===== config.mk =====
export PLATFORM = sky130hd
export DESIGN_NAME = streamWriter_flat
export DESIGN_NICKNAME = d
export VERILOG_FILES = /design/src/hw/texBufferPkg.sv /design/src/hw/texBufferIfs.sv /design/src/hw/streamWriter.sv /design/src/flat_wrapper.sv
export SDC_FILE = /design/constraint.sdc
export NUM_CORES = 1
export LEC_CHECK = 0
export ABC_AREA = 1
export BUFFER_PORTS_ARGS = -buffer_cell sky130_fd_sc_hd__buf_4
export CAP_MARGIN = 30
export CORE_UTILIZATION = 36
export CTS_CLUSTER_DIAMETER = 100
export DETAILED_ROUTE_END_ITERATION = 16
export PLACE_DENSITY = 0.81
export SLEW_MARGIN = 40
export SYNTH_ARGS = -nofsm -noshare
export SYNTH_HDL_FRONTEND = slang
export SYNTH_SLANG_ARGS = --single-unit

===== constraint.sdc =====
create_clock -name aclk -period 1.2 [get_ports aclk]
set_input_delay 0.36 -clock aclk [delete_from_list [all_inputs] [get_ports aclk]]
set_output_delay 0.36 -clock aclk [all_outputs]
set_load 0.02 [all_outputs]

===== src/hw/texBufferPkg.sv =====
// Texture buffer shared types

package texBufferPkg;

    localparam int PIXEL_WIDTH = 16;

    typedef logic [PIXEL_WIDTH - 1 : 0] pixel_t;

    // Q1.15, bit 15 is the integer part
    typedef logic [15 : 0] coord_t;

    // Q0.16 position inside the texel quad
    typedef logic [15 : 0] subCoord_t;

    // One-hot, 8'b00000001 is 2 px up to 8'b10000000 for 256 px
    typedef logic [7 : 0] sizeCode_t;

    // Linear texel address, {t index, s index}
    typedef logic [15 : 0] texAddr_t;

    // One stream word holds two horizontally neighbored texels
    typedef union packed
    {
        logic [31 : 0] raw;
        struct packed
        {
            pixel_t oddTexel;  // Column 2n + 1
            pixel_t evenTexel; // Column 2n
        } texels;
    } streamWord_u;

endpackage

===== src/hw/texBufferIfs.sv =====
// Texture buffer internal interfaces
`timescale 1ns/10ps

//////////////////////////////////////////////////////////////////////
// Write side shared by both banks
//////////////////////////////////////////////////////////////////////
interface bankWriteIf #(
    parameter int SIZE_LOG2 = 14
);
    import texBufferPkg::*;

    localparam int BANK_ADDR_WIDTH = SIZE_LOG2 - 2;

    logic                           writeEn;
    logic [BANK_ADDR_WIDTH - 1 : 0] writeAddr;
    pixel_t                         evenData;
    pixel_t                         oddData;

    modport writer (output writeEn, output writeAddr, output evenData, output oddData);
    modport bank   (input writeEn, input writeAddr, input evenData, input oddData);
endinterface



===== src/hw/streamWriter.sv =====
// Texture load stream writer
`timescale 1ns/10ps

module streamWriter #(
    parameter int SIZE_LOG2 = 14
)
(
    input  logic                      aclk,
    input  logic                      resetn,
    input  logic                      streamValid,
    input  logic                      streamLast,
    input  texBufferPkg::streamWord_u streamData,
    output logic                      streamReady,
    bankWriteIf.writer                wr
);
    import texBufferPkg::*;

    localparam int BANK_ADDR_WIDTH = SIZE_LOG2 - 2;

    logic [BANK_ADDR_WIDTH - 1 : 0] writeAddr; // One word per bank row
    logic                           accept;

    assign accept = streamValid && streamReady;

    always_ff @(posedge aclk)
    begin
        if (!resetn)
        begin
            writeAddr   <= '0;
            streamReady <= 1'b0;
        end
        else
        begin
            streamReady <= 1'b1; // Never back-pressured
            if (accept)
            begin
                // Last word of a texture restarts at the base
                writeAddr <= streamLast ? '0 : writeAddr + 1'b1;
            end
        end
    end

    assign wr.writeEn   = accept;
    assign wr.writeAddr = writeAddr;
    assign wr.evenData  = streamData.texels.evenTexel;
    assign wr.oddData   = streamData.texels.oddTexel;

endmodule


===== src/flat_wrapper.sv =====
// flat-port wrapper written by rule: the top's interface ports become plain ports
module streamWriter_flat import texBufferPkg::*;
#(
    parameter int SIZE_LOG2 = 14
)
  (aclk, resetn, streamValid, streamLast, streamData, streamReady, wr_writeEn, wr_writeAddr, wr_evenData, wr_oddData);
  bankWriteIf #(.SIZE_LOG2(SIZE_LOG2)) wr_i ();
  input  logic aclk;
  input  logic resetn;
  input  logic streamValid;
  input  logic streamLast;
  input  texBufferPkg::streamWord_u streamData;
  output logic streamReady;
  output wire logic [$bits(wr_i.writeEn)-1:0] wr_writeEn;
  output wire logic [$bits(wr_i.writeAddr)-1:0] wr_writeAddr;
  output wire logic [$bits(wr_i.evenData)-1:0] wr_evenData;
  output wire logic [$bits(wr_i.oddData)-1:0] wr_oddData;
  assign wr_writeEn = wr_i.writeEn;
  assign wr_writeAddr = wr_i.writeAddr;
  assign wr_evenData = wr_i.evenData;
  assign wr_oddData = wr_i.oddData;
  streamWriter #(.SIZE_LOG2(SIZE_LOG2)) u_core (.aclk(aclk), .resetn(resetn), .streamValid(streamValid), .streamLast(streamLast), .streamData(streamData), .streamReady(streamReady), .wr(wr_i));
endmodule

# Word-level counts from Yosys, hierarchy flattened
# Index checks and enable logic that the tools add are counted.
word_totals:
  register_bits: 13
  latch_bits: 0
  ram_bits: 0
  rom_bits: 0
  input_bits: 36
  wordCells: 6
  n_memories: 0
classes:
  add_sub_neg: 1
  multipliers: 0
  div_mod_pow: 0
  magnitude_cmp: 0
  n_eq_ne: 0
  shifts: 0
  mux: 2
  n_bitwise: 0
  reduce_logical: 1
ops:
  columns: ["operator", "count"]
  rows:
  - ["adder 12 x 1 -> 12 bit (second input constant)", 1]
  - ["2-to-1 mux 12 bit", 1]
  - ["logical AND 1 bit", 1]
  - ["2-to-1 mux 1 bit", 1]

# Depth between registers and ports, before layout
# Gate-level depths: netlist of run 1.
depth:
  ltp_word: 2
  mapped_depth: 6
  mapped_depth_nobuf: 6

# Worst setup path before layout of run 1
# Ideal clock, no wire load.
synth_timing:
  path_kind: "register to register"
  from: "register u_core.writeAddr[0], in the netlist u_core.wr.writeAddr[0]"
  to: "register u_core.writeAddr[8], in the netlist u_core.wr.writeAddr[8]"
  t_arrival_ns: 1.169
  required_ns: 1.136
  setup_slack_ns: -0.033
  stages_incl_launch_ff: 6
  path_buffers: 0
  period_less_slack_ns: 1.233
  cell_sequence: "dfxtp_1 ha_1 nand2_1 nor3_1 a21oi_1 nor2_1"
synth_between:
  elab_chain_len: 2
synth_rtl:
  columns: ["item", "line_no", "text"]
  rows:
  - ["start: declaration", "streamWriter.sv:20", "logic [BANK_ADDR_WIDTH - 1 : 0] writeAddr;"]
  - ["start signal: assignment", "streamWriter.sv:38", "writeAddr <= streamLast ? '0 : writeAddr + 1'b1;"]
  - ["adder 12 x 1 -> 12 bit", "streamWriter.sv:38", null]
  - ["2-to-1 mux 12 bit", "streamWriter.sv:38", null]
# Every way passes these cells.
# A chain may end at the register's enable or synchronous reset.

# Worst setup path in the final report of run 1
layout_timing:
  from: "register u_core.streamReady"
  to: "output port wr_writeEn"
layout_between:
  elab_chain_len: 1
layout_rtl:
  columns: ["item", "line_no", "text"]
  rows:
  - ["start: declaration", "streamWriter.sv:13", "output logic streamReady,"]
  - ["start signal: assignment", "streamWriter.sv:30", "streamReady <= 1'b0;"]
  - ["start signal: assignment", "streamWriter.sv:34", "streamReady <= 1'b1;"]
  - ["logical AND 1 bit", "streamWriter.sv:23", "assign accept = streamValid && streamReady;"]
  - ["end: declaration", "flat_wrapper.sv:14", "output wire logic [$bits(wr_i.writeEn)-1:0] wr_writeEn;"]
# Every way passes these cells.

==> flow_results.xml, run 1 <==
<?xml version="1.0" encoding="UTF-8"?>
<metrics>
  <group name="outcome">
    <metric name="status" unit="">finished, violations left</metric>
    <metric name="violations" unit="">negative setup slack</metric>
  </group>
  <group name="job">
    <metric name="max_cap_viol_count" unit="">0</metric>
  </group>
  <group name="clocking">
    <metric name="cts_sinks" unit="">13</metric>
    <metric name="insertion_delay" unit="ns">0.28</metric>
    <metric name="clock_tree_from_tritoncts" unit="">yes</metric>
    <metric name="cts_buffers" unit="">3</metric>
    <metric name="cts.reportedPaths.clkPinSlew" unit="ns">0.08</metric>
    <metric name="cts-hold-fix-buffers" unit="">0</metric>
    <metric name="htree_num_levels" unit="">1</metric>
    <metric name="clock_root_buffer" unit="">sky130_fd_sc_hd__clkbuf_4</metric>
    <metric name="clock_tree.buffer_depth" unit="">2</metric>
  </group>
  <group name="place">
    <metric name="buffer_ports.inserted" unit="">17</metric>
    <metric name="preCtsSetupSlack" unit="ns">-0.00353</metric>
    <metric name="dpl.hpwl" unit="µm">1180</metric>
    <metric name="globalplace.congestion" unit="">0.784</metric>
  </group>
  <group name="yosys">
    <metric name="synth_area_leaders" unit="">sky130_fd_sc_hd__dfxtp_1 (30%), sky130_fd_sc_hd__buf_4 (28%), sky130_fd_sc_hd__nand2_1 (9.5%), sky130_fd_sc_hd__inv_1 (6.5%), sky130_fd_sc_hd__nor2_1 (4.3%)</metric>
    <metric name="synthesized_instance_count" unit="">121</metric>
    <metric name="synth.top_cell.area_share" unit="%">30.0</metric>
    <metric name="synth_enable_flop_cells" unit="">0</metric>
    <metric name="most_numerous_cell_types_in_the_synthesized_netlist" unit="">sky130_fd_sc_hd__buf_4 (32), sky130_fd_sc_hd__nand2_1 (22), sky130_fd_sc_hd__inv_1 (15)</metric>
    <metric name="synth.yosys.warnings" unit="">0</metric>
    <metric name="asyncSetResetFlopFracSynth" unit="%">0</metric>
    <metric name="cell_area_after_synthesis" unit="µm²">867</metric>
    <metric name="post-synth-top-count-cell" unit="">sky130_fd_sc_hd__buf_4</metric>
    <metric name="synthDistinctLibCells" unit="">20</metric>
    <metric name="yosysSeqAreaShare" unit="%">30.0</metric>
    <metric name="postSynthRegisterBits" unit="">13</metric>
    <metric name="syn-mean-instance-area" unit="µm²">7.17</metric>
    <metric name="synth_ff_type" unit="">sky130_fd_sc_hd__dfxtp_1</metric>
    <metric name="synth_largest_area_cell" unit="">sky130_fd_sc_hd__dfxtp_1</metric>
    <metric name="mappedNetlistNets" unit="">158</metric>
  </group>
  <group name="critical_path">
    <metric name="critical_path_arrival" unit="ns">0.90</metric>
    <metric name="cp_num_buf_inv" unit="">2</metric>
    <metric name="cp-start-kind" unit="">flip-flop</metric>
    <metric name="worst-endpoint-required" unit="ns">0.84</metric>
    <metric name="worstPathCellList" unit="">nand2_4 &gt; inv_2 &gt; buf_6</metric>
    <metric name="crit_type" unit="">flip-flop to primary output</metric>
    <metric name="end_kind" unit="">primary output</metric>
    <metric name="cp_slowest_stage_delay" unit="ns">0.37</metric>
    <metric name="critical_path.slowest_cell" unit="">sky130_fd_sc_hd__dfxtp_4</metric>
    <metric name="worstPathMaxFanout" unit="">3</metric>
    <metric name="crit_family" unit="">flip-flops</metric>
  </group>
  <group name="sta">
    <metric name="worst_slack" unit="ns">-0.0557</metric>
    <metric name="timing_max_transition_violations_final" unit="">0</metric>
    <metric name="final_hold_viol_count" unit="">0</metric>
    <metric name="slew-limit-headroom" unit="%">85.6</metric>
    <metric name="fin_worst_skew" unit="ns">0.00249</metric>
    <metric name="rsz0062_at_grt" unit="">true</metric>
    <metric name="setup_viol" unit="">2</metric>
    <metric name="worst-slew-pin-transition" unit="ns">0.213</metric>
    <metric name="final.period_utilization" unit="%">105</metric>
    <metric name="clock_period_minus_worst_slack" unit="ns">1.26</metric>
    <metric name="achievable-frequency" unit="GHz">0.796</metric>
    <metric name="hold-worst-slack" unit="ns">0.204</metric>
  </group>
  <group name="finish">
    <metric name="diodes" unit="">0</metric>
    <metric name="flow.area_growth_from_synthesis" unit="%">12.8</metric>
    <metric name="fillCellCount" unit="">209</metric>
    <metric name="final_layout_net_count" unit="">159</metric>
    <metric name="layout_cell_share_with_drive_strength_beyond_1" unit="%">47.9</metric>
  </group>
  <group name="die">
    <metric name="die_width" unit="µm">51.1</metric>
    <metric name="floorplan.initialDensity" unit="%">38.8</metric>
    <metric name="core.rowCount" unit="">17</metric>
    <metric name="core_area" unit="mm²">0.00223</metric>
    <metric name="floorplan.die_area" unit="mm²">0.00261</metric>
    <metric name="floorplan.die.height" unit="µm">51.1</metric>
    <metric name="design.portCount" unit="">82</metric>
  </group>
  <group name="global_route">
    <metric name="grtUsageTotal" unit="%">14.5</metric>
    <metric name="globalRoute.totalOverflow" unit="">0</metric>
    <metric name="grt_pass1_vias" unit="">686</metric>
    <metric name="antenna_violations_before_repair" unit="">0</metric>
    <metric name="grt_first_pass_wirelength" unit="µm">2790</metric>
    <metric name="largest_net_degree_at_the_start_of_global_routing" unit="">9</metric>
  </group>
  <group name="detailed_routing">
    <metric name="vias" unit="">715</metric>
    <metric name="drt-wirelength-per-cell" unit="µm">13.2</metric>
    <metric name="highest_layer" unit="">met4</metric>
    <metric name="drcViolationCount" unit="">0</metric>
    <metric name="routedLengthMet1" unit="µm">749</metric>
    <metric name="vias_per_cell" unit="">4.80</metric>
    <metric name="met3WireLength" unit="µm">171</metric>
    <metric name="drt_wl_total" unit="µm">1960</metric>
    <metric name="drtPass1Iterations" unit="">4</metric>
    <metric name="drt_iter0_markers" unit="">3</metric>
    <metric name="met2WireLength" unit="µm">980</metric>
    <metric name="ant_nets" unit="">0</metric>
  </group>
  <group name="power_and_ir_drop">
    <metric name="p_per_area" unit="mW/mm²">832</metric>
    <metric name="leakage" unit="nW">0.435</metric>
    <metric name="ir_worst_vdd" unit="V">0.000448</metric>
  </group>
  <group name="hold_path">
    <metric name="hp-class" unit="">input port to flip-flop</metric>
  </group>
</metrics>
[metal layers]
layer / vias up / global-route usage (%)
met1: 323 / 14.3
met2: 33 / 24.1
met4: 0 / 8.33
li1: 350 / -
met5: - / 0
met3: 9 / 7.44
[final timing paths]
path / from / end / slack [ns] / depth (start not counted)
worst max-delay path: u_core.streamReady$_DFF_P_ / wr_writeEn / -0.06 / 3
worst min-delay path: resetn / u_core.streamReady$_DFF_P_ / 0.20 / 1
worst max register to register: u_core.streamReady$_DFF_P_ / u_core.wr.writeAddr[3]$_SDFFE_PN0P_ / 0.04 / 6
worst min register to register: u_core.wr.writeAddr[10]$_SDFFE_PN0P_ / u_core.wr.writeAddr[10]$_SDFFE_PN0P_ / 0.48 / 2
[what timing repair did]
| item | 4_1_cts | 5_1_grt |
|---|---|---|
| pin swaps | 1 | 5 |
| hold endpoints to repair | 0 | 0 |
| endpoints found under the setup margin | 7 | 16 |
| resized for setup | 11 | 18 |
| setup buffers | 3 | 4 |
[where the power goes]
group          switching (W)  leakage (nW)  internal [W]
registers         0.00000680         0.112      0.000432
logic              0.0000495         0.308     0.0000453
clock network       0.000152        0.0150      0.000129
[cell type report]
type | count | area (µm²) | share of cell area (%)
inverter | 16 | 60.1 | 6.14
sequential | 13 | 283 | 28.9
timing repair buffer | 28 | 225 | 23.0
clock buffer | 4 | 26.3 | 2.69
multi-input combinational | 60 | 349 | 35.7
tap | 28 | 35.0 | 3.58
[state kept, by name (all words and copies together), names as in the netlist]
signal	count
u_core.streamReady	1
u_core.wr.writeAddr	12
[placed cells by master (no fill, tap or decap), types with 2 or more instances in the layout]
cell / count
sky130_fd_sc_hd__dfxtp_2: 9
sky130_fd_sc_hd__buf_6: 4
sky130_fd_sc_hd__nand4_1: 3
sky130_fd_sc_hd__inv_1: 12
sky130_fd_sc_hd__nand3_1: 3
sky130_fd_sc_hd__nand3_2: 2
sky130_fd_sc_hd__dfxtp_4: 3
sky130_fd_sc_hd__a21oi_1: 7
sky130_fd_sc_hd__inv_2: 4
sky130_fd_sc_hd__buf_4: 24
sky130_fd_sc_hd__clkbuf_4: 3
sky130_fd_sc_hd__nor2_4: 3
sky130_fd_sc_hd__nor3_1: 2
sky130_fd_sc_hd__nor2_1: 9
sky130_fd_sc_hd__nand2_1: 21
[logic make-up after synthesis]
| family | count (synthesis) | share of synthesized area (%) |
|---|---|---|
| buf+inv | 48 | 34.6 |
| simple gates | 48 | 26.0 |
| flops | 13 | 30.0 |
| compound gates | 11 | 7.94 |
| fa+ha+maj | 1 | 1.44 |
[through the flow]
step                setup TNS (ns)  cells  power, W  area (µm²)  utilization (%)
floorplan                  -0.0161    121  0.000642         868                -
global placement                 0    139  0.000519         828             37.1
detailed placement        -0.00353    139  0.000522         828             37.1
CTS                        -0.0438    145  0.000812         897             40.2
global route                -0.288    149  0.000847         978             43.8
finish                     -0.0615    149  0.000815         978             43.8
Note: power is estimated with default switching activity, not from simulation.
==> run 2: changes to the inputs <==
==> constraint.sdc (replaced) <==
create_clock -name aclk -period 1.2 [get_ports aclk]
set_input_delay 0.06 -clock aclk [delete_from_list [all_inputs] [get_ports aclk]]
set_output_delay 0.06 -clock aclk [all_outputs]
set_load 0.02 [all_outputs]
==> flow_results.xml, run 2 (synthesis results as in run 1) <==
<?xml version="1.0" encoding="UTF-8"?>
<metrics>
  <group name="sta">
    <metric name="clock_period_minus_worst_slack" unit="ns">1.16</metric>
    <metric name="achievable-frequency" unit="GHz">0.860</metric>
    <metric name="fin_worst_skew" unit="ns">0.00948</metric>
    <metric name="slew-limit-headroom" unit="%">86.0</metric>
    <metric name="worst-slew-pin-transition" unit="ns">0.209</metric>
    <metric name="rsz0062_at_grt" unit="">true</metric>
    <metric name="setup_viol" unit="">0</metric>
    <metric name="timing_max_transition_violations_final" unit="">0</metric>
    <metric name="final.period_utilization" unit="%">96.9</metric>
    <metric name="final_hold_viol_count" unit="">0</metric>
  </group>
  <group name="place">
    <metric name="dpl.hpwl" unit="µm">1210</metric>
    <metric name="globalplace.congestion" unit="">0.810</metric>
    <metric name="post-place-cells" unit="">136</metric>
    <metric name="buffer_ports.inserted" unit="">17</metric>
    <metric name="placement.cell_area" unit="µm²">807</metric>
  </group>
  <group name="critical_path">
    <metric name="worstSetupPathDepth" unit="">6</metric>
    <metric name="cp-start-kind" unit="">flip-flop</metric>
    <metric name="worst-r2r-cell-count" unit="">6</metric>
    <metric name="critical_path.slowest_cell" unit="">sky130_fd_sc_hd__dfxtp_2</metric>
    <metric name="worstPathMaxFanout" unit="">5</metric>
    <metric name="path_common_cell" unit="">sky130_fd_sc_hd__nand2_1</metric>
    <metric name="cp_num_buf_inv" unit="">1</metric>
    <metric name="critical_path_arrival" unit="ns">1.34</metric>
    <metric name="end_kind" unit="">flip-flop</metric>
    <metric name="cp_slowest_stage_delay" unit="ns">0.37</metric>
    <metric name="crit_type" unit="">flip-flop to flip-flop</metric>
    <metric name="worst-endpoint-required" unit="ns">1.38</metric>
    <metric name="worstPathCellList" unit="">ha_1 &gt; nand2_1 &gt; inv_1 &gt; nand2_1 &gt; o21ai_1 &gt; nor2_1</metric>
    <metric name="setup_slack_reg_to_reg" unit="ns">0.04</metric>
    <metric name="crit_family" unit="">flip-flops</metric>
  </group>
  <group name="detailed_routing">
    <metric name="drtPass1Iterations" unit="">4</metric>
    <metric name="met3WireLength" unit="µm">170</metric>
    <metric name="drt_wl_total" unit="µm">1560</metric>
    <metric name="drt-wirelength-per-cell" unit="µm">11.0</metric>
    <metric name="highest_layer" unit="">met4</metric>
    <metric name="vias" unit="">638</metric>
    <metric name="ant_nets" unit="">0</metric>
    <metric name="drt_iter0_markers" unit="">14</metric>
    <metric name="routedLengthMet1" unit="µm">660</metric>
    <metric name="met2WireLength" unit="µm">719</metric>
    <metric name="vias_per_cell" unit="">4.52</metric>
    <metric name="drcViolationCount" unit="">0</metric>
  </group>
  <group name="finish">
    <metric name="final_layout_net_count" unit="">151</metric>
    <metric name="seqCellArea" unit="µm²">263</metric>
    <metric name="fin_util" unit="%">38.2</metric>
    <metric name="final_area" unit="µm²">853</metric>
    <metric name="reg_top3" unit="">u_core.wr.writeAddr x12, u_core.streamReady x1</metric>
    <metric name="final_cell_mix" unit="">sky130_fd_sc_hd__nand2_1 (22), sky130_fd_sc_hd__buf_4 (19), sky130_fd_sc_hd__inv_1 (14)</metric>
    <metric name="fillCellCount" unit="">226</metric>
    <metric name="layout_cell_share_with_drive_strength_beyond_1" unit="%">29.2</metric>
    <metric name="largest_register" unit="">u_core.wr.writeAddr</metric>
    <metric name="flow.area_growth_from_synthesis" unit="%">-1.59</metric>
    <metric name="most_common_cell_after_layout_fill_and_taps_aside" unit="">sky130_fd_sc_hd__nand2_1</metric>
    <metric name="finalNonFillerCells" unit="">141</metric>
    <metric name="multi_input_area" unit="µm²">317</metric>
    <metric name="largest_register_ffs" unit="">12</metric>
    <metric name="diodes" unit="">0</metric>
  </group>
  <group name="global_route">
    <metric name="globalRoute.totalOverflow" unit="">0</metric>
    <metric name="grt_first_pass_wirelength" unit="µm">2440</metric>
    <metric name="grtUsageTotal" unit="%">12.4</metric>
    <metric name="grt_pass1_vias" unit="">573</metric>
    <metric name="antenna_violations_before_repair" unit="">0</metric>
    <metric name="largest_net_degree_at_the_start_of_global_routing" unit="">9</metric>
  </group>
  <group name="power_and_ir_drop">
    <metric name="share_seq_of_total_power" unit="%">56.4</metric>
    <metric name="power.combinational.fraction" unit="%">8.7</metric>
    <metric name="power.switching_fraction" unit="%">24.3</metric>
    <metric name="power.net_switching" unit="W">0.000190</metric>
    <metric name="leakage" unit="nW">0.389</metric>
    <metric name="fin_total_pwr" unit="W">0.000785</metric>
    <metric name="power.internal" unit="W">0.000594</metric>
    <metric name="ir_worst_vdd" unit="V">0.000476</metric>
    <metric name="p_per_area" unit="mW/mm²">920</metric>
    <metric name="power.clock.fraction" unit="%">35.0</metric>
  </group>
  <group name="clocking">
    <metric name="clock_tree.buffer_depth" unit="">2</metric>
    <metric name="cts_setup_buffers" unit="">0</metric>
    <metric name="cts.reportedPaths.clkPinSlew" unit="ns">0.09</metric>
    <metric name="clock_tree_from_tritoncts" unit="">yes</metric>
    <metric name="cts_buffers" unit="">3</metric>
    <metric name="cts_sinks" unit="">13</metric>
    <metric name="insertion_delay" unit="ns">0.28</metric>
    <metric name="clock_root_buffer" unit="">sky130_fd_sc_hd__clkbuf_4</metric>
    <metric name="htree_num_levels" unit="">1</metric>
  </group>
  <group name="hold_path">
    <metric name="hp-class" unit="">input port to primary output</metric>
    <metric name="worst_hold_stages" unit="">0</metric>
  </group>
  <group name="die">
    <metric name="floorplan.die.height" unit="µm">51.1</metric>
    <metric name="die_width" unit="µm">51.1</metric>
    <metric name="design.portCount" unit="">82</metric>
    <metric name="floorplan.initialDensity" unit="%">38.8</metric>
    <metric name="floorplan.die_area" unit="mm²">0.00261</metric>
    <metric name="core.rowCount" unit="">17</metric>
    <metric name="core_area" unit="mm²">0.00223</metric>
  </group>
  <group name="outcome">
    <metric name="status" unit="">finished, final reports clean</metric>
  </group>
  <group name="job">
    <metric name="max_cap_viol_count" unit="">0</metric>
  </group>
</metrics>
[run 2: cell types whose count changed in the layout (fill, tap and decap cells not counted), moves of 2 or more]
cell,change
sky130_fd_sc_hd__dfxtp_1,+10
sky130_fd_sc_hd__dfxtp_2,-7
sky130_fd_sc_hd__buf_4,-5
sky130_fd_sc_hd__buf_6,-4
sky130_fd_sc_hd__dfxtp_4,-3
sky130_fd_sc_hd__inv_1,+2
sky130_fd_sc_hd__inv_2,-2
sky130_fd_sc_hd__nor2_4,-2
[run 2: final cells by class]
| type | count | area share [%] |
|---|---|---|
| tap | 28 | 4.11 |
| clock buffer | 4 | 3.08 |
| timing repair buffer | 20 | 17.9 |
| sequential | 13 | 30.8 |
| inverter | 16 | 7.04 |
| multi-input combinational | 60 | 37.1 |
[run 2: timing repair]
action | 4_1_cts | 5_1_grt
setup endpoints to repair | 1 | 4
endpoints found under the hold margin | 1 | 0
cloned | 0 | 0
gates resized for setup | 1 | 1
hold buffers | 1 | 0
pin swaps | 0 | 1
[run 2: routing by layer]
metal | vias to the layer above | track usage (%)
met5 | - | 0
met4 | 0 | 4.63
met3 | 2 | 6.25
met2 | 25 | 19.7
met1 | 279 | 14.0
li1 | 332 | -
[run 2: metrics by stage]
step	worst slack [ns]	TNS, ns	hold slack, ns
detailed placement	-0.0576	-0.0576	0.120
CTS	0.000893	0	0.120
global route	-0.0300	-0.0612	0.120
global placement	0.124	0	0.120
floorplan	0.0292	0	0.0877
finish	0.0368	0	0.120
[run 2: final timing paths]
check | from | end
max | u_core.wr.writeAddr[0]$_SDFFE_PN0P_ | u_core.wr.writeAddr[8]$_SDFFE_PN0P_
min | streamData[1] | wr_evenData[1]
max reg2reg | u_core.wr.writeAddr[0]$_SDFFE_PN0P_ | u_core.wr.writeAddr[8]$_SDFFE_PN0P_
min reg2reg | u_core.wr.writeAddr[10]$_SDFFE_PN0P_ | u_core.wr.writeAddr[10]$_SDFFE_PN0P_
[run 2: power groups by stage]
stage	Sequential (W)	Combinational [W]	Clock [W]
final	0.000442	0.0000680	0.000274
after global routing	0.000443	0.0000734	0.000304
after CTS	0.000442	0.0000663	0.000283
after detailed placement	0.000452	0.0000634	0
after global placement	0.000451	0.0000621	0
after floorplan	0.000457	0.000185	0
